$ cat config.mk
export PLATFORM = sky130hd
export DESIGN_NAME = dsi_packet_assembler
export DESIGN_NICKNAME = d
export VERILOG_FILES = /design/src/hw/dsi_ctrl_pkg.sv /design/src/hw/dsi_proto_pkg.sv /design/src/hw/dsi_packet_assembler.sv /design/src/hw/dsi_packet_fsm.sv /design/src/hw/dsi_tx_count.sv /design/src/hw/dsi_ecc.sv /design/src/hw/dsi_crc.sv /design/src/hw/dsi_packer.sv
export SDC_FILE = /design/constraint.sdc
export NUM_CORES = 1
export LEC_CHECK = 0
export BUFFER_PORTS_ARGS = -buffer_cell sky130_fd_sc_hd__buf_2
export CORE_ASPECT_RATIO = 0.9
export CORE_MARGIN = 4
export CORE_UTILIZATION = 40
export DETAILED_ROUTE_END_ITERATION = 10
export GPL_TIMING_DRIVEN = 0
export PLACE_DENSITY = 0.65
export SKIP_CTS_REPAIR_TIMING = 1
export SLEW_MARGIN = 20
export SYNTH_ARGS = -nofsm -noshare
export SYNTH_HDL_FRONTEND = slang
export SYNTH_SLANG_ARGS = --single-unit
$ cat constraint.sdc
create_clock -name clk_i -period 5.1 [get_ports clk_i]
set_input_delay 0.51 -clock clk_i [delete_from_list [all_inputs] [get_ports clk_i]]
set_output_delay 0.51 -clock clk_i [all_outputs]
set_load 0.05 [all_outputs]
$ cat src/hw/dsi_ctrl_pkg.sv
// ========================================
// packet FSM encoding and counter widths
// ========================================

package dsi_ctrl_pkg;

    // packet state machine
    typedef enum logic [2:0] {
        st_lp      = 3'd0, // low power, waits to send the sync byte
        st_idle    = 3'd1, // loads header and ECC
        st_header  = 3'd2,
        st_payload = 3'd3,
        st_crc     = 3'd4
    } dsi_state_e;

    // bytes still to be loaded, wide enough for any word count
    typedef logic [15:0] dsi_count_t;

    // bytes in one packer load, 1 to 4
    typedef logic [2:0] dsi_size_t;

endpackage

$ cat src/hw/dsi_proto_pkg.sv
// ========================================
// DSI packet-layer protocol constants
// virtual channel bits are always zero
// ========================================

package dsi_proto_pkg;

    // burst start byte sent once per HS burst
    localparam logic [7:0] dsi_sync_byte = 8'hB8;

    // 6-bit data type field of the data identifier
    typedef logic [5:0] dsi_dtype_t;

    // word count of a long packet, or command data of a short one
    typedef logic [15:0] dsi_word_t;

    // header as sent on the wire, first byte in the low bits
    //  [7:0]   data identifier
    //  [15:8]  word/command low byte
    //  [23:16] word/command high byte
    typedef logic [23:0] dsi_header_t;

    // payload CRC, reflected CCITT with all-ones seed
    localparam dsi_word_t dsi_crc_init = 16'hFFFF;
    localparam dsi_word_t dsi_crc_poly = 16'h8408; // x^16 + x^12 + x^5 + 1, reflected

    // widest single load into the byte packer
    localparam int dsi_max_pack_bytes = 4;

endpackage
$ cat src/hw/dsi_packet_assembler.sv
// ========================================
// DSI packet layer, one lane, VC 0
// ========================================

module dsi_packet_assembler
    import dsi_proto_pkg::*, dsi_ctrl_pkg::*;
#(
    parameter int g_bytes_per_pixel = 2 // 1 to 4
) (
    input  logic                           clk_i,
    input  logic                           rst_n_i,

    input  logic                           p_req_i,
    input  logic                           p_islong_i,
    input  dsi_dtype_t                     p_type_i,
    input  dsi_word_t                      p_wcount_i,
    input  dsi_word_t                      p_command_i,
    input  logic                           p_last_i,
    input  logic [g_bytes_per_pixel*8-1:0] p_payload_i,
    output logic                           p_dreq_o,

    output logic [7:0]                     phy_d_o,
    output logic                           phy_dvalid_o,
    output logic                           phy_hs_request_o,
    input  logic                           phy_hs_dreq_i
);

    logic [dsi_max_pack_bytes*8-1:0] pk_data;
    dsi_size_t                       pk_size;
    logic                            pk_valid;
    logic                            pk_req;
    logic                            pk_empty;
    logic                            pk_flush;
    dsi_count_t                      cnt;
    dsi_count_t                      cnt_value;
    logic                            cnt_load;
    logic                            cnt_dec;
    dsi_word_t                       crc;
    logic                            crc_clear;
    logic                            crc_valid;
    dsi_header_t                     hdr;
    logic [7:0]                      ecc;

    dsi_packet_fsm #(
        .g_bytes_per_pixel(g_bytes_per_pixel)
    ) u_fsm (
        .clk_i(clk_i), .rst_n_i(rst_n_i),
        .p_req_i(p_req_i), .p_islong_i(p_islong_i), .p_type_i(p_type_i),
        .p_wcount_i(p_wcount_i), .p_command_i(p_command_i), .p_last_i(p_last_i),
        .p_payload_i(p_payload_i), .p_dreq_o(p_dreq_o),
        .phy_hs_dreq_i(phy_hs_dreq_i), .phy_hs_request_o(phy_hs_request_o),
        .pk_req_i(pk_req), .pk_empty_i(pk_empty), .pk_data_o(pk_data),
        .pk_size_o(pk_size), .pk_valid_o(pk_valid), .pk_flush_o(pk_flush),
        .cnt_i(cnt), .cnt_load_o(cnt_load), .cnt_value_o(cnt_value), .cnt_dec_o(cnt_dec),
        .crc_i(crc), .crc_clear_o(crc_clear), .crc_valid_o(crc_valid),
        .hdr_o(hdr), .ecc_i(ecc)
    );

    dsi_tx_count #(
        .g_bytes_per_pixel(g_bytes_per_pixel)
    ) u_count (
        .clk_i(clk_i), .rst_n_i(rst_n_i),
        .load_i(cnt_load), .load_value_i(cnt_value), .dec_i(cnt_dec), .count_o(cnt)
    );

    dsi_packer u_packer (
        .clk_i(clk_i), .rst_n_i(rst_n_i),
        .d_i(pk_data), .d_size_i(pk_size), .d_valid_i(pk_valid), .d_req_o(pk_req),
        .empty_o(pk_empty), .flush_i(pk_flush),
        .q_req_i(phy_hs_dreq_i), .q_o(phy_d_o), .q_valid_o(phy_dvalid_o)
    );

    dsi_crc #(
        .g_bytes_per_pixel(g_bytes_per_pixel)
    ) u_crc (
        .clk_i(clk_i), .clear_i(crc_clear), .valid_i(crc_valid),
        .d_i(p_payload_i), .crc_o(crc)
    );

    dsi_ecc u_ecc (
        .hdr_i(hdr),
        .ecc_o(ecc)
    );

endmodule

$ cat src/hw/dsi_packet_fsm.sv
// ========================================
// packet FSM: sync, header, payload, CRC
// host holds p_req_i until after the last
// ========================================

module dsi_packet_fsm
    import dsi_proto_pkg::*, dsi_ctrl_pkg::*;
#(
    parameter int g_bytes_per_pixel = 2
) (
    input  logic                            clk_i,
    input  logic                            rst_n_i,

    input  logic                            p_req_i,
    input  logic                            p_islong_i,
    input  dsi_dtype_t                      p_type_i,
    input  dsi_word_t                       p_wcount_i,
    input  dsi_word_t                       p_command_i,
    input  logic                            p_last_i,
    input  logic [g_bytes_per_pixel*8-1:0]  p_payload_i,
    output logic                            p_dreq_o,

    input  logic                            phy_hs_dreq_i,
    output logic                            phy_hs_request_o,

    input  logic                            pk_req_i,
    input  logic                            pk_empty_i,
    output logic [dsi_max_pack_bytes*8-1:0] pk_data_o,
    output dsi_size_t                       pk_size_o,
    output logic                            pk_valid_o,
    output logic                            pk_flush_o,

    input  dsi_count_t                      cnt_i,
    output logic                            cnt_load_o,
    output dsi_count_t                      cnt_value_o,
    output logic                            cnt_dec_o,

    input  dsi_word_t                       crc_i,
    output logic                            crc_clear_o,
    output logic                            crc_valid_o,

    output dsi_header_t                     hdr_o,
    input  logic [7:0]                      ecc_i
);

    localparam dsi_count_t c_bpp       = dsi_count_t'(g_bytes_per_pixel);
    localparam dsi_count_t c_hdr_bytes = dsi_count_t'(4);

    dsi_state_e state_q;
    logic       req_q;   // packer had room last cycle
    logic       dreq_q;  // host word arrives this cycle
    logic       done_q;  // burst ended by a last packet
    logic       hdr_end;
    dsi_word_t  word;

    assign word    = p_islong_i ? p_wcount_i : p_command_i;
    assign hdr_o   = {word[15:8], word[7:0], 2'b00, p_type_i}; // VC = 0
    assign hdr_end = (state_q == st_header) && (cnt_i <= c_bpp);

    always_comb begin
        pk_data_o  = '0;
        pk_size_o  = 3'd1;
        pk_valid_o = 1'b0;
        case (state_q)
            st_lp: begin
                pk_data_o[7:0] = dsi_sync_byte;
                pk_valid_o     = req_q && p_req_i && phy_hs_dreq_i;
            end
            st_idle: begin
                pk_data_o  = {ecc_i, hdr_o};
                pk_size_o  = 3'd4;
                pk_valid_o = req_q && p_req_i;
            end
            st_payload: begin
                pk_data_o[g_bytes_per_pixel*8-1:0] = p_payload_i;
                pk_size_o  = dsi_size_t'(g_bytes_per_pixel);
                pk_valid_o = dreq_q; // answer to last cycle's pulse
            end
            st_crc: begin
                pk_data_o[15:0] = crc_i; // low byte first
                pk_size_o       = 3'd2;
                pk_valid_o      = req_q;
            end
            default: ;
        endcase
    end

    // a pulse reserves one pixel of count
    assign p_dreq_o  = (state_q == st_payload) && pk_req_i && (cnt_i != '0);
    assign cnt_dec_o = p_dreq_o || ((state_q == st_header) && !hdr_end);

    assign cnt_load_o  = ((state_q == st_idle) && pk_valid_o) || (hdr_end && p_islong_i);
    assign cnt_value_o = (state_q == st_idle) ? c_hdr_bytes : p_wcount_i;

    assign crc_clear_o = (state_q == st_idle);
    assign crc_valid_o = (state_q == st_payload) && dreq_q;

    assign pk_flush_o       = (state_q == st_lp) && (!p_req_i || done_q);
    assign phy_hs_request_o = p_req_i || (state_q != st_lp) || !pk_empty_i;

    always_ff @(posedge clk_i) begin
        if (!rst_n_i) begin
            state_q <= st_lp;
            req_q   <= 1'b0;
            dreq_q  <= 1'b0;
            done_q  <= 1'b0;
        end else begin
            req_q  <= pk_req_i;
            dreq_q <= p_dreq_o;
            if (!p_req_i) begin
                done_q <= 1'b0;
            end
            case (state_q)
                st_lp: begin
                    if (pk_valid_o) state_q <= st_idle;
                end
                st_idle: begin
                    if (pk_valid_o) begin
                        state_q <= st_header;
                    end else if (!p_req_i) begin
                        state_q <= st_lp;
                    end
                end
                st_header: begin
                    if (hdr_end) begin
                        if (p_islong_i) begin
                            state_q <= st_payload;
                        end else if (p_last_i) begin
                            state_q <= st_lp;
                            done_q  <= 1'b1;
                        end else begin
                            state_q <= st_idle;
                        end
                    end
                end
                st_payload: begin
                    if ((cnt_i == '0) && !dreq_q) state_q <= st_crc;
                end
                st_crc: begin
                    if (pk_valid_o) begin
                        state_q <= p_last_i ? st_lp : st_idle;
                        done_q  <= p_last_i;
                    end
                end
                default: state_q <= st_lp;
            endcase
        end
    end

    // payload is only pulled while a long packet is described
    a_dreq_long : assert property (
        @(posedge clk_i) disable iff (!rst_n_i)
        p_dreq_o |-> p_islong_i
    );

endmodule

$ cat src/hw/dsi_tx_count.sv
// ========================================
// byte down counter, steps of one pixel
// word counts must be a pixel multiple
// ========================================

module dsi_tx_count
    import dsi_ctrl_pkg::*;
#(
    parameter int g_bytes_per_pixel = 2
) (
    input  logic       clk_i,
    input  logic       rst_n_i,
    input  logic       load_i,
    input  dsi_count_t load_value_i,
    input  logic       dec_i,
    output dsi_count_t count_o
);

    localparam dsi_count_t c_step = dsi_count_t'(g_bytes_per_pixel);

    dsi_count_t count_q;

    always_ff @(posedge clk_i) begin
        if (!rst_n_i) begin
            count_q <= '0;
        end else if (load_i) begin
            count_q <= load_value_i; // load wins over dec
        end else if (dec_i) begin
            count_q <= count_q - c_step;
        end
    end

    assign count_o = count_q;

    // a bad word count from the host shows up here
    a_no_wrap : assert property (
        @(posedge clk_i) disable iff (!rst_n_i)
        (dec_i && !load_i) |-> (count_q >= c_step)
    );

endmodule

$ cat src/hw/dsi_ecc.sv
// ========================================
// header ECC, combinational
// hdr_i bit 0 is the first bit on the wire
// ========================================

module dsi_ecc
    import dsi_proto_pkg::*;
(
    input  dsi_header_t hdr_i,
    output logic [7:0]  ecc_o
);

    // header bits covered by each parity bit
    localparam dsi_header_t c_mask_p0 = 24'hF12CB7;
    localparam dsi_header_t c_mask_p1 = 24'hF2555B;
    localparam dsi_header_t c_mask_p2 = 24'h749A6D;
    localparam dsi_header_t c_mask_p3 = 24'hB8E38E;
    localparam dsi_header_t c_mask_p4 = 24'hDF03F0;
    localparam dsi_header_t c_mask_p5 = 24'hEFFC00;

    always_comb begin
        ecc_o[0] = ^(hdr_i & c_mask_p0);
        ecc_o[1] = ^(hdr_i & c_mask_p1);
        ecc_o[2] = ^(hdr_i & c_mask_p2);
        ecc_o[3] = ^(hdr_i & c_mask_p3);
        ecc_o[4] = ^(hdr_i & c_mask_p4);
        ecc_o[5] = ^(hdr_i & c_mask_p5);
        ecc_o[7:6] = 2'b00; // unused in DSI
    end

endmodule

$ cat src/hw/dsi_crc.sv
// ========================================
// payload CRC-16, all bytes of d_i per strobe
// seed applied by clear_i, no final xor
// ========================================

module dsi_crc
    import dsi_proto_pkg::*;
#(
    parameter int g_bytes_per_pixel = 2
) (
    input  logic                           clk_i,
    input  logic                           clear_i,
    input  logic                           valid_i,
    input  logic [g_bytes_per_pixel*8-1:0] d_i,     // first byte in the low bits
    output dsi_word_t                      crc_o
);

    dsi_word_t crc_q;
    dsi_word_t crc_next;

    // one byte, LSB first
    function automatic dsi_word_t crc_byte(dsi_word_t crc, logic [7:0] b);
        dsi_word_t c;
        c = crc;
        for (int k = 0; k < 8; k++) begin
            if (c[0] ^ b[k]) begin
                c = (c >> 1) ^ dsi_crc_poly;
            end else begin
                c = c >> 1;
            end
        end
        return c;
    endfunction

    always_comb begin
        crc_next = crc_q;
        for (int i = 0; i < g_bytes_per_pixel; i++) begin
            crc_next = crc_byte(crc_next, d_i[8*i +: 8]);
        end
    end

    always_ff @(posedge clk_i) begin
        if (clear_i) begin
            crc_q <= dsi_crc_init;
        end else if (valid_i) begin
            crc_q <= crc_next;
        end
    end

    assign crc_o = crc_q;

endmodule

$ cat src/hw/dsi_packer.sv
// ========================================
// 8-byte store, one byte out per ready cycle
// a load may arrive one cycle after d_req_o
// flush_i holds d_req_o low while draining
// ========================================

module dsi_packer
    import dsi_proto_pkg::*, dsi_ctrl_pkg::*;
(
    input  logic                            clk_i,
    input  logic                            rst_n_i,

    input  logic [dsi_max_pack_bytes*8-1:0] d_i,       // first byte in the low bits
    input  dsi_size_t                       d_size_i,
    input  logic                            d_valid_i,
    output logic                            d_req_o,
    output logic                            empty_o,
    input  logic                            flush_i,

    input  logic                            q_req_i,   // PHY ready level
    output logic [7:0]                      q_o,
    output logic                            q_valid_o
);

    localparam int c_depth = 2 * dsi_max_pack_bytes;
    localparam int c_lvl_w = $clog2(c_depth + 1);

    logic [c_depth-1:0][7:0] store_q;
    logic [c_depth-1:0][7:0] store_next;
    logic [c_lvl_w-1:0]      level_q;
    logic [c_lvl_w-1:0]      level_next;
    logic [c_lvl_w-1:0]      base;       // write position after this cycle's shift
    logic                    pop;
    logic                    q_valid_q;

    assign pop = q_req_i && (level_q != '0);

    assign level_next = level_q
                      + c_lvl_w'(d_valid_i ? d_size_i : 3'd0)
                      - c_lvl_w'(pop);

    // room for a full load one cycle from now
    assign d_req_o = !flush_i && (level_next <= c_lvl_w'(c_depth - dsi_max_pack_bytes));

    always_comb begin
        base = level_q - c_lvl_w'(pop);
        store_next = store_q;
        if (pop) begin
            store_next = {8'h00, store_q[c_depth-1:1]}; // byte 0 leaves
        end
        if (d_valid_i) begin
            for (int i = 0; i < dsi_max_pack_bytes; i++) begin
                if ((i < d_size_i) && (base + i < c_depth)) begin
                    store_next[base + i] = d_i[8*i +: 8];
                end
            end
        end
    end

    // data bytes, no reset needed
    always_ff @(posedge clk_i) begin
        store_q <= store_next;
        if (pop) begin
            q_o <= store_q[0];
        end
    end

    always_ff @(posedge clk_i) begin
        if (!rst_n_i) begin
            level_q   <= '0;
            q_valid_q <= 1'b0;
        end else begin
            level_q   <= level_next;
            q_valid_q <= pop;
        end
    end

    assign q_valid_o = q_valid_q;

    // byte still on q_o counts as not empty
    assign empty_o = (level_q == '0) && !q_valid_q;

    // the FSM's late load must always fit
    a_no_overflow : assert property (
        @(posedge clk_i) disable iff (!rst_n_i)
        d_valid_i |-> (level_next <= c_lvl_w'(c_depth))
    );

endmodule

# [Yosys cells after proc, flatten, opt, wreduce, memory -nomap -nowiden]
# Index checks and enable logic that the tools add are counted.
[totals] register_bits=115 out_inout_bits=11 word_cells=193
[op_classes] add_sub_neg=7 n_lt_le_gt_ge=18 eq_ne=9 n_mux=62 bitwise_logic=32 n_reduce_logical=48
[ops] operator="64-bit two-way mux" count=9
[ops] operator="16-bit two-way mux" count=20
[ops] operator="64-bit bitwise mux" count=4
[ops] operator="32-bit by 4-bit < comparator with 1-bit output, second input constant" count=6
[ops] operator="24-bit XOR reduction" count=6
[ops] operator="8-bit demux with 3-bit select" count=4
[ops] operator="32-bit by 1-bit greater-or-equal comparator with 1-bit output, second input constant" count=3
[ops] operator="2-bit inverter with 3-bit output" count=16
[ops] operator="8-bit two-way mux" count=4
[ops] operator="8-bit case mux with 4 select lines" count=1
[ops] operator="3-bit two-way mux" count=8
[ops] operator="8-bit case mux with 3 select lines" count=1
[ops] operator="1-bit logical AND" count=22
[ops] operator="16-bit by 2-bit less-or-equal comparator with 1-bit output, second input constant" count=1
[ops] operator="16-bit logical NOT" count=1
[ops] operator="16-bit nonzero test" count=1
[ops] operator="16-bit by 2-bit subtractor with 16-bit output, second input constant" count=1
[ops] operator="1-bit XOR" count=16
[ops] operator="3-bit case mux with 5 select lines" count=1
[ops] operator="14-bit two-way mux" count=1
[ops] operator="4-bit by 2-bit adder with 5-bit output, second input constant" count=2
[ops] operator="4-bit < comparator, second input constant" count=2
[ops] operator="4-bit by 1-bit subtractor with 4-bit output" count=2
[ops] operator="3-bit by 2-bit equality test with 1-bit output, second input constant" count=2
[ops] operator="24 further kinds" count=42

# [Longest topological paths before layout]
# Gate-level depths: netlist (run 1).
[depth] ltp_word=32 depth_mapped=22 ltp_nobuf=15

# [Modules after synthesis]
# Synthesis (run 1) repeated with hierarchy kept, for this count alone.
[hier_totals] cells_unflattened=1178 area_unflattened_um2=9880.7
[modules_own_cells] mod="dsi_packer" n_inst=1 cells_each=730 area_each_um2=5925.7 seq_area_each_um2=1621.6
[modules_own_cells] mod="dsi_packet_fsm" n_inst=1 cells_each=195 area_each_um2=1380.1 seq_area_each_um2=120.1
[modules_own_cells] mod="dsi_crc" n_inst=1 cells_each=114 area_each_um2=1178.6 seq_area_each_um2=320.3
[modules_own_cells] mod="dsi_tx_count" n_inst=1 cells_each=96 area_each_um2=867.1 seq_area_each_um2=320.3
[modules_own_cells] mod="dsi_ecc" n_inst=1 cells_each=43 area_each_um2=529.3 seq_area_each_um2=0.0

# [Worst setup path after synthesis (run 1)]
# No wires, ideal clock.
[synth_timing] path_type="flip-flop to output port" startpoint="reg u_packer.level_q[2]" endpoint="out p_dreq_o" arrival_time_ns=3.632 setup_slack_ns=0.958 path_stages_with_launch=18 n_path_buf=4 path_cell_list="dfxtp_1 buf_4 nor4_1 nand2b_1 clkbuf_1 buf_4 inv_2 ha_1 clkbuf_1 inv_1 ha_1 inv_1 fa_1 nand2b_1 a22o_1 nor2_1 inv_1 nor2_1"
[synth_between] elab_chain_cells=7 elab_cells_between_ends=8
[synth_rtl] item="start, declared" line="dsi_packer.sv:30" source="logic [c_lvl_w-1:0] level_q;"
[synth_rtl] item="start signal, assigned" line="dsi_packer.sv:73" source="level_q <= level_next;"
[synth_rtl] item="4-bit nonzero test" line="dsi_packer.sv:36" source="assign pop = q_req_i && (level_q != '0);"
[synth_rtl] item="1-bit logical AND" line="dsi_packer.sv:36"
[synth_rtl] item="named net u_packer.pop" line="dsi_packer.sv:33" source="logic pop;"
[synth_rtl] item="4-bit by 1-bit subtractor with 4-bit output" line="dsi_packer.sv:40" source="- c_lvl_w'(pop);"
[synth_rtl] item="4-bit by 3-bit less-or-equal comparator with 1-bit output" line="dsi_packer.sv:43" source="assign d_req_o = !flush_i && (level_next <= c_lvl_w'(c_depth - dsi_max_pack_bytes));"
[synth_rtl] item="1-bit logical AND" line="dsi_packer.sv:43"
[synth_rtl] item="1-bit logical AND (2 in series)" line="dsi_packet_fsm.sv:89" source="assign p_dreq_o = (state_q == st_payload) && pk_req_i && (cnt_i != '0);"
[synth_rtl] item="end, declared" line="dsi_packet_assembler.sv:20" source="output logic p_dreq_o,"
# The timed path passes the listed nets, and every way through them passes these cells.

# [Worst setup path in the final report (run 1)]
[layout_timing] startpoint="reg u_packer.level_q[1]" endpoint="out p_dreq_o"
# The elaborated chain is that of the path after synthesis.

==> results of run 1 <==
==> cells in the mapped netlist (17+ instances only) <==
library cell and count:
o211ai_1 27, mux2_2 18, inv_1 22, nand3_1 36
clkbuf_1 33, nand2_1 90, mux2i_1 164, nor3_1 24
o21ai_0 29, buf_2 21, nor2_1 92, a21oi_1 50
a211oi_1 17, xnor2_1 63, dfxtp_1 107, nand2b_1 18
xor2_1 32
==> area by class of cell <==
cell class / instances / area share
multi-input combinational: 922 / 0.623
sequential: 115 / 0.215
clock buffer: 17 / 0.0384
tap: 302 / 0.0341
timing repair buffer: 73 / 0.0338
buffer: 68 / 0.0307
clock inverter: 15 / 0.0161
inverter: 25 / 0.00869
==> power breakdown <==
group          total (uW)  internal, uW  switching [uW]
clock                1270           771             501
combinational        3860          1400            2470
sequential           1250          1110             135
==> cells by family after synthesis <==
logic type / after synthesis
AND/OR/NAND/NOR: 338
AO/OA/AOI/OAI: 275
multiplexers: 183
flip-flops: 115
XOR/XNOR: 114
buffers and inverters: 93
adder cells (fa/ha/maj): 12
==> final timing paths <==
| kind | start | to | slack, ns | cells after the start |
|---|---|---|---|---|
| worst max-delay path | u_packer.level_q[1] | p_dreq_o | 0.17 | 17 |
| worst min-delay path | p_wcount_i[0] | u_count.count_o[0] | 0.36 | 3 |
| worst max register to register | u_packer.level_q[1] | u_count.count_o[10] | 0.23 | 18 |
| worst min register to register | u_packer.store_q[5] | u_packer.q_o[5] | 0.43 | 0 |
==> through the flow <==
stage | instance area (um2) | hold slack, ns | worst slack (ns) | instances
floorplan | 9660 | 0.408 | 0.958 | 1130
global placement | 10400 | 0.418 | -0.178 | 1501
detailed placement | 10400 | 0.415 | -0.168 | 1504
CTS | 11000 | 0.361 | -0.228 | 1536
global route | 11100 | 0.393 | 0.00629 | 1537
finish | 11100 | 0.362 | 0.172 | 1537
==> metal layers <==
metal	global-route usage	up-vias	share of wire
met5	0	-	0
met1	0.403	4701	0.43
met3	0.0572	139	0.11
met2	0.414	664	0.41
met4	0.125	0	0.049
li1	-	4392	-
==> registers in the layout, indices dropped and copies added, names as in the netlist <==
signal              flops
u_fsm.state_q           3
u_crc.crc_o            16
u_fsm.dreq_q            1
u_fsm.req_q             1
u_packer.level_q        4
u_packer.store_q       64
u_count.count_o        16
u_packer.q_o            8
u_packer.q_valid_o      1
u_fsm.done_q            1
==> critical path, cell delays in order, from the launching register on <==
cell and delay [ns]:
dfxtp_1 0.39, nor4_4 0.35, nand2b_1 0.16, clkbuf_1 0.23, buf_6 0.21, inv_4 0.13, ha_1 0.36, clkbuf_1 0.27
inv_2 0.22, ha_1 0.22, inv_1 0.06, fa_1 0.51, nand2b_1 0.07, a22o_1 0.27, nor2_1 0.09, inv_1 0.07
nor2_1 0.09, buf_2 0.27
==> placed cells by master, fill, tap and decap left out, types with 12 or more instances in the layout <==
master	count
o21ai_0	29
a31oi_1	13
xor2_1	31
dfxtp_1	106
nand2b_1	18
a21oi_1	49
o211ai_1	27
clkbuf_1	31
nor3_1	23
mux2i_1	164
nand3_1	36
buf_2	89
o221ai_1	13
clkbuf_16	17
a211oi_1	17
nor2_1	91
xnor2_1	63
o22ai_1	14
mux2_2	18
buf_4	12
nand2_1	89
inv_1	21
a22o_1	15
==> summary.md, run 1 <==
| Metric | Value |
|---|---|
| Synth Instances | `1130` |
| Max clock buf depth | `2` |
| Design Power | `6390 uW` |
| Ant. Diodes | `0` |
| Ys async rst share | `0` |
| Reg area | `2380 um2` |
| Die ar. | `between 20000 and 30000 um2` |
| DRC Markers | `0` |
| CTS tree | `yes` |
| Global Route Usage Sum | `0.283` |
| Post-Route WL | `38700 um` |
| Required @ worst endpoint | `4.59 ns` |
| Clock skew | `0.0108 ns` |
| Post-DRT Antenna Nets | `0` |
| DR WL/cell | `25.2 um` |
| Vias per cell | `6.44` |
| Sequential-to-total area share from yosys stat | `0.247` |
| Io pins | `71` |
| Most area-hungry cell type in the Yosys netlist | `dfxtp_1` |
| Synth Area in Simple Gates | `0.170` |
| Static leakage | `~0.0050 uW` |
| CTS buffer count | `17` |
| Die H | `155 um` |
| Congestion Overflow GR | `0` |
| Crit path DAT | `4.42 ns` |
| Die X-Extent | `172 um` |
| Multi-input logic area | `6910 um2` |
| Worst-Margin Slew | `1.26 ns` |
| Startpoint types | `register` |
| Synth Area in Adders | `0.0163` |
| Clock transition at the registers of the reported paths | `0.06 ns` |
| Post-synthesis compound-gate area fraction | `0.204` |
| Hpwl dp | `~30000 um` |
| Hold Crit Class | `in -> reg` |
| Syn Nets | `1202` |
| Clock sinks | `115` |
| Vias in the first global route | `9293` |
| Clk Latency, worst-skew pair | `0.44 ns` |
| Utilization after layout | `0.471` |
| Status | `finished, final reports clean` |
| RePlAce Congestion | `1.01` |
| Port bufs | `69` |
| Fin. Hold Viols | `0` |
| Starting Density | `0.410` |
| Syn Area/Cell | `8.54 um2` |
| Critical Path Fanout Max | `11` |
| Num rows | `53` |
| Slew margin rel. | `0.160` |
| Final TNS setup | `0 ns` |
| Yosys reg bits | `115` |
| Mux cell area share after synthesis | `0.192` |
| Post-route minimum period | `between 4 and 5 ns` |
| Top_reg_cell synth | `dfxtp_1` |
| Routed vias | `9896` |
| Share of cells above drive strength 1 | `0.155` |
| EDFF count, synth | `8` |
| DR iter-0 viols | `1478` |
| Max frequency | `0.203 GHz` |
| DRT Pass-1 Iters | `6` |
| Area growth syn-to-layout | `14.9%` |
| FILL cells | `2295` |
| VDD IR-drop max | `roughly 0.25 mV` |
| Final Max Slew Viols | `0` |
| Setup violators final | `0` |
| First-pass GRT wire length | `~57000 um` |
| CP endpoint kind | `output port` |
| Fin nets | `roughly 1300` |
| Area fraction of the dominant cell type after synthesis | `0.222` |
| CTS root buffer | `clkbuf_16` |
| H-tree depth | `4` |
| Largest net degree at the start of global routing | `17` |
| Top cells by area, synth | `dfxtp_1, mux2i_1, xnor2_1, nor2_1, nand2_1` |
| Yosys warnings | `0` |
| Initial antenna violation count | `0` |
| RSZ-0062 raised after global routing | `no` |
| Largest family of logic cells by synthesized area | `compound AO/OA/AOI/OAI gates` |
| Syn Std Cell Area | `9660 um2` |
| Period utilisation layout | `0.966` |
| Pwr Density | `between 500 and 600 nW/um2` |
| Max-cap violations | `0` |
| Post-synth cell types | `79` |
| Xor/xnor cell area share of the yosys netlist | `0.128` |
| CORE AREA | `23500 um2` |
| Kind of critical path | `reg -> out` |
(Power assumes the default switching activity.)
==> run 2, diff against run 1 <==
--- a/config.mk
+++ b/config.mk
@@ -8,10 +8,10 @@
 export BUFFER_PORTS_ARGS = -buffer_cell sky130_fd_sc_hd__buf_2
 export CORE_ASPECT_RATIO = 0.9
 export CORE_MARGIN = 4
-export CORE_UTILIZATION = 40
+export CORE_UTILIZATION = 50
 export DETAILED_ROUTE_END_ITERATION = 10
 export GPL_TIMING_DRIVEN = 0
-export PLACE_DENSITY = 0.65
+export PLACE_DENSITY = 0.76
 export SKIP_CTS_REPAIR_TIMING = 1
 export SLEW_MARGIN = 20
 export SYNTH_ARGS = -nofsm -noshare
==> run 2 against run 1 <==
  * Critical path depth is the same
  * Wire length shrank 2.4%
  * First-iteration DRC count up 3.9%
  * Count of clock-buffer cells in the layout up 2
  * Clock power down 8%
==> summary.md, run 2 (synthesis results as in run 1) <==
| Metric | Value |
|---|---|
| Initial antenna violation count | `0` |
| H-tree depth | `4` |
| Setup violators final | `0` |
| Required @ worst endpoint | `4.59 ns` |
| Most frequent cells in the layout | `mux2i_1, dfxtp_1, nor2_1, buf_2, nand2_1` |
| Largest register by flop count | `u_packer.store_q` |
| Comb pwr share | `0.617` |
| Post-DRT Antenna Nets | `0` |
| Max-cap violations | `0` |
| Period utilisation layout | `0.948` |
| Die H | `140 um` |
| Met2 Usage GRT | `0.480` |
| VDD IR-drop max | `0.318 mV` |
| CTS buffer count | `17` |
| DRC Markers | `0` |
| Most common cell after layout, fill and taps aside | `mux2i_1` |
| DR iter-0 viols | `1535` |
| Hold Crit Class | `in -> reg` |
| Share of cells above drive strength 1 | `0.154` |
| DRT Pass-1 Iters | `6` |
| Crit path DAT | `4.32 ns` |
| Io pins | `between 70 and 80` |
| Clock skew | `between 0.01 and 0.015 ns` |
| RePlAce Congestion | `0.992` |
| Die ar. | `21600 um2` |
| Routed vias | `~10000` |
| DP Area | `10300 um2` |
| DR WL/cell | `about 26 um` |
| Static leakage | `slightly below 0.005 uW` |
| Switching pwr | `3080 uW` |
| Area growth syn-to-layout | `13.6%` |
| Starting Density | `0.516` |
| Clock sinks | `115` |
| GRT Max-Usage Layer | `met2` |
| Sw frac | `0.487` |
| Max reg flops | `64` |
| CORE AREA | `about 19000 um2` |
| Slew margin rel. | `0.168` |
| Pwr Density | `577 nW/um2` |
| CP endpoint kind | `output port` |
| Num rows | `between 40 and 50` |
| Hpwl dp | `28300 um` |
| Global Route Usage Sum | `0.339` |
| FILL cells | `1720` |
| Largest net degree at the start of global routing | `17` |
| Fin. Hold Viols | `0` |
| First-pass GRT wire length | `56400 um` |
| Grt met1 use | `0.468` |
| CTS root buffer | `clkbuf_16` |
| Die X-Extent | `between 150 and 200 um` |
| Met3 Track Usage GR | `0.126` |
| Congestion Overflow GR | `0` |
| Kind of critical path | `reg -> out` |
| Max clock buf depth | `2` |
| Internal Power | `3250 uW` |
| Reg power frac | `0.198` |
| Post-route cell area | `11000 um2` |
| Clk Latency, worst-skew pair | `0.44 ns` |
| Vias in the first global route | `~9300` |
| CTS tree | `yes` |
| Final Max Slew Viols | `0` |
| Max frequency | `between 0.2 and 0.25 GHz` |
| Startpoint types | `register` |
| Ant. Diodes | `0` |
| Fin nets | `1295` |
| RSZ-0062 raised after global routing | `no` |
| Port bufs | `69` |
| Worst-Margin Slew | `1.24 ns` |
| Clk pwr share | `0.185` |
| Post-route minimum period | `4.83 ns` |
| Critical Path Fanout Max | `11` |
| Hold Slack | `0.370 ns` |
| Vias per cell | `6.76` |
| Clock transition at the registers of the reported paths | `0.06 ns` |
| Status | `finished, final reports clean` |
| Post-Route WL | `37800 um` |
| Utilization after layout | `0.587` |
-- run 2: cell types whose count changed in the layout (fill, tap and decap cells not counted), moves of 2 or more --
cell,previous run,this run
buf_4,12,15
clkinv_4,2,0
clkinv_2,2,8
clkbuf_4,3,1
inv_6,4,0
buf_2,89,91
nor3_2,0,2
-- run 2: final cells by class --
| type | instances | area (um2) | share of cell area |
|---|---|---|---|
| Buffer | 67 | 330 | 0.0301 |
| Sequential cell | 115 | 2380 | 0.217 |
| Tap cell | 245 | 307 | 0.0279 |
| Timing Repair Buffer | 75 | 388 | 0.0354 |
| Inverter | 25 | 96.3 | 0.00878 |
| Clock buffer | 19 | 433 | 0.0395 |
| Multi-Input combinational cell | 922 | 6920 | 0.630 |
| Clock inverter | 13 | 119 | 0.0108 |
-- run 2: power groups by stage --
stage	combinational, uW	clock [uW]	sequential [uW]
after floorplan	2600	0	1300
after global placement	3580	0	1250
after detailed placement	3630	0	1260
after CTS	3660	1170	1240
after global routing	4110	1220	1270
final	3910	1170	1250
-- run 2: worst max-delay path: stages (launching register included) --
cell and delay [ns]:
dfxtp_1 0.38, nor4_4 0.35, nand2b_1 0.15, clkbuf_1 0.18, buf_4 0.26, inv_4 0.14, ha_1 0.37, clkbuf_1 0.25
inv_2 0.19, ha_1 0.19, inv_1 0.05, fa_1 0.52, nand2b_1 0.07, a22o_1 0.26, nor2_1 0.10, inv_1 0.08
nor2_1 0.10, buf_2 0.27
-- run 2: metal layers --
metal | vias to the layer above | part of all wire
met5 | - | 0
met4 | 0 | 0.040
met3 | 135 | 0.14
met2 | 751 | 0.41
met1 | 4733 | 0.41
li1 | 4398 | -
-- run 2: final timing paths --
path	start	to	slack, ns	cells after the start
setup / recovery	u_packer.level_q[1]	p_dreq_o	0.27	17
hold / removal	p_wcount_i[0]	u_count.count_o[0]	0.37	3
setup reg to reg	u_packer.level_q[1]	u_packer.store_q[41]	0.29	21
hold reg to reg	u_packer.store_q[6]	u_packer.q_o[6]	0.43	0
-- run 2: metrics by stage --
stage	worst slack (ns)	setup TNS [ns]	power, uW	instances
3_3_place_gp	-0.224	-1.18	4830	1444
6_report	0.266	0	6330	1481
3_5_place_dp	-0.248	-1.63	4890	1446
5_1_grt	0.0414	0	6600	1481
2_1_floorplan	0.958	0	3900	1130
4_1_cts	-0.286	-2.34	6070	1478
==> run 3, diff against run 2 <==
==> constraint.sdc (replaced) <==
create_clock -name clk_i -period 6 [get_ports clk_i]
set_input_delay 0.6 -clock clk_i [delete_from_list [all_inputs] [get_ports clk_i]]
set_output_delay 0.6 -clock clk_i [all_outputs]
set_load 0.05 [all_outputs]
==> run 3 against run 2 <==
  * Register-to-register slack improved by 0.20 ns
  * Clock skew fell by 0.00095 ns
  * Die area did not move
  * Critical endpoint is now u_packer.store_q[44]
  * Largest power group unchanged
==> summary.md, run 3 (synthesis results as in run 1) <==
| Metric | Value |
|---|---|
| DRT Pass-1 Iters | `6` |
| Post-route cell area | `10900 um2` |
| Io pins | `71` |
| VDD IR-drop max | `between 0.2 and 0.3 mV` |
| DR WL/cell | `25.4 um` |
| Max frequency | `0.181 GHz` |
| Vias in the first global route | `9302` |
| Worst-Margin Slew | `1.22 ns` |
| Period utilisation layout | `0.918` |
| Startpoint types | `register` |
| Clock skew | `0.0103 ns` |
| Fin. Hold Viols | `0` |
| Starting Density | `0.516` |
| Critical path buffers and inverters | `7` |
| Critical Path Fanout Max | `11` |
| Congestion Overflow GR | `0` |
| Setup violators final | `0` |
| Vias per cell | `6.71` |
| Die ar. | `between 20000 and 25000 um2` |
| Slowest CP cell | `buf_1` |
| CTS root buffer | `clkbuf_16` |
| Crit path DAT | `between 5 and 6 ns` |
| Most common cell after layout, fill and taps aside | `mux2i_1` |
| RePlAce Congestion | `around 0.99` |
| CP delay by family, top | `buffers and inverters` |
| CTS tree | `yes` |
| Critical-path cell list | `nor4_1, nand2b_1, clkbuf_1, buf_4, inv_2, ha_1, ha_1, buf_2, xor2_1, buf_2, nand2_1, nor2_1, ha_1, o211ai_1, or2_0, clkbuf_1, buf_1, mux2i_1, a221o_1, o211ai_1` |
| Post-Place Cells | `1446` |
| Max clock buf depth | `2` |
| Global Route Usage Sum | `0.339` |
| Share of cells above drive strength 1 | `0.143` |
| Slowest stage delay, CP | `between 0.4 and 0.5 ns` |
| Port bufs | `just under 70` |
| DRC Markers | `0` |
| Largest register by flop count | `u_packer.store_q` |
| Area growth syn-to-layout | `12.8%` |
| Routed vias | `between 9000 and 10000` |
| R2r setup slk | `just under 0.5 ns` |
| DP Area | `roughly 10000 um2` |
| Die H | `roughly 140 um` |
| First-pass GRT wire length | `56400 um` |
| Most frequent CP cell | `ha_1` |
| Fin nets | `1292` |
| Static leakage | `0.00491 uW` |
| Post-Route WL | `37600 um` |
| Clock sinks | `115` |
| Max-cap violations | `0` |
| Post-Layout Cell Count | `1478` |
| Required @ worst endpoint | `6.35 ns` |
| Die X-Extent | `154 um` |
| Status | `finished, final reports clean` |
| Clk Latency, worst-skew pair | `0.43 ns` |
| Slew margin rel. | `0.184` |
| Clock transition at the registers of the reported paths | `0.06 ns` |
| Hpwl dp | `28300 um` |
| Post-DRT Antenna Nets | `0` |
| H-tree depth | `4` |
| Initial antenna violation count | `0` |
| RSZ-0062 raised after global routing | `no` |
| Final TNS setup | `0 ns` |
| Final Max Slew Viols | `0` |
| CP endpoint kind | `register` |
| Num rows | `47` |
| Hold Crit Class | `reg -> reg` |
| Pwr Density | `486 nW/um2` |
| Kind of critical path | `reg -> reg` |
| CTS buffer count | `17` |
| Largest net degree at the start of global routing | `17` |
| Post-route minimum period | `~5.5 ns` |
| Ant. Diodes | `0` |
| Max reg flops | `64` |
| DR iter-0 viols | `1397` |
| Most frequent cells in the layout | `mux2i_1, dfxtp_1, nor2_1, buf_2, nand2_1` |
| CORE AREA | `18700 um2` |
[run 3: cell count changes in the layout (fill, tap and decap cells not counted), moves of 2 or more]
cell      delta
clkbuf_1     +3
clkbuf_2     -3
buf_1        +2
buf_4        -4
[run 3: per-layer routing]
| layer | vias to the layer above | share of wire | global-route usage |
|---|---|---|---|
| li1 | 4380 | - | - |
| met2 | 747 | 0.41 | 0.480 |
| met4 | 0 | 0.038 | 0.129 |
| met3 | 112 | 0.14 | 0.126 |
| met1 | 4674 | 0.41 | 0.468 |
| met5 | - | 0 | 0 |
[run 3: layout make-up]
cell class	instances	area, um2
clock inverters	13	119
well taps	245	307
repair buffers	71	358
plain buffers	68	327
fillers	1728	7810
inverters	25	93.8
clock buffers	19	433
multi-input cells	922	6870
flip-flops and latches	115	2380
[run 3: stage by stage]
step                       util  total power (uW)  hold WS, ns  worst slack, ns
after floorplan               -              3310        0.408             1.77
after global placement    0.551              4100        0.411            0.676
after detailed placement  0.552              4150        0.416            0.652
after CTS                 0.582              5160        0.430            0.614
after global routing      0.582              5530        0.451            0.230
final                     0.582              5290        0.433            0.490
[run 3: worst paths after layout]
path | end | startpoint | cells after the start
setup reg to reg | u_packer.store_q[44] | u_packer.level_q[3] | 20
hold reg to reg | u_packer.q_o[6] | u_packer.store_q[6] | 0
hold / removal | u_packer.q_o[6] | u_packer.store_q[6] | 0
setup / recovery | u_packer.store_q[44] | u_packer.level_q[3] | 20
[run 3: power breakdown]
group	switching [uW]	internal [uW]
Sequential	111	947
Combinational	2070	1160
Clock	391	601
Total	2580	2710
[run 3: worst register-to-register path, cell delays in order, from the launching register on]
cell      delay (ns)
dfxtp_1         0.42
nor4_1          0.45
nand2b_1        0.17
clkbuf_1        0.18
buf_4           0.25
inv_2           0.20
ha_1            0.34
ha_1            0.20
buf_2           0.17
xor2_1          0.35
buf_2           0.35
nand2_1         0.12
nor2_1          0.13
ha_1            0.29
o211ai_1        0.22
or2_0           0.29
clkbuf_1        0.22
buf_1           0.49
mux2i_1         0.17
a221o_1         0.35
o211ai_1        0.10
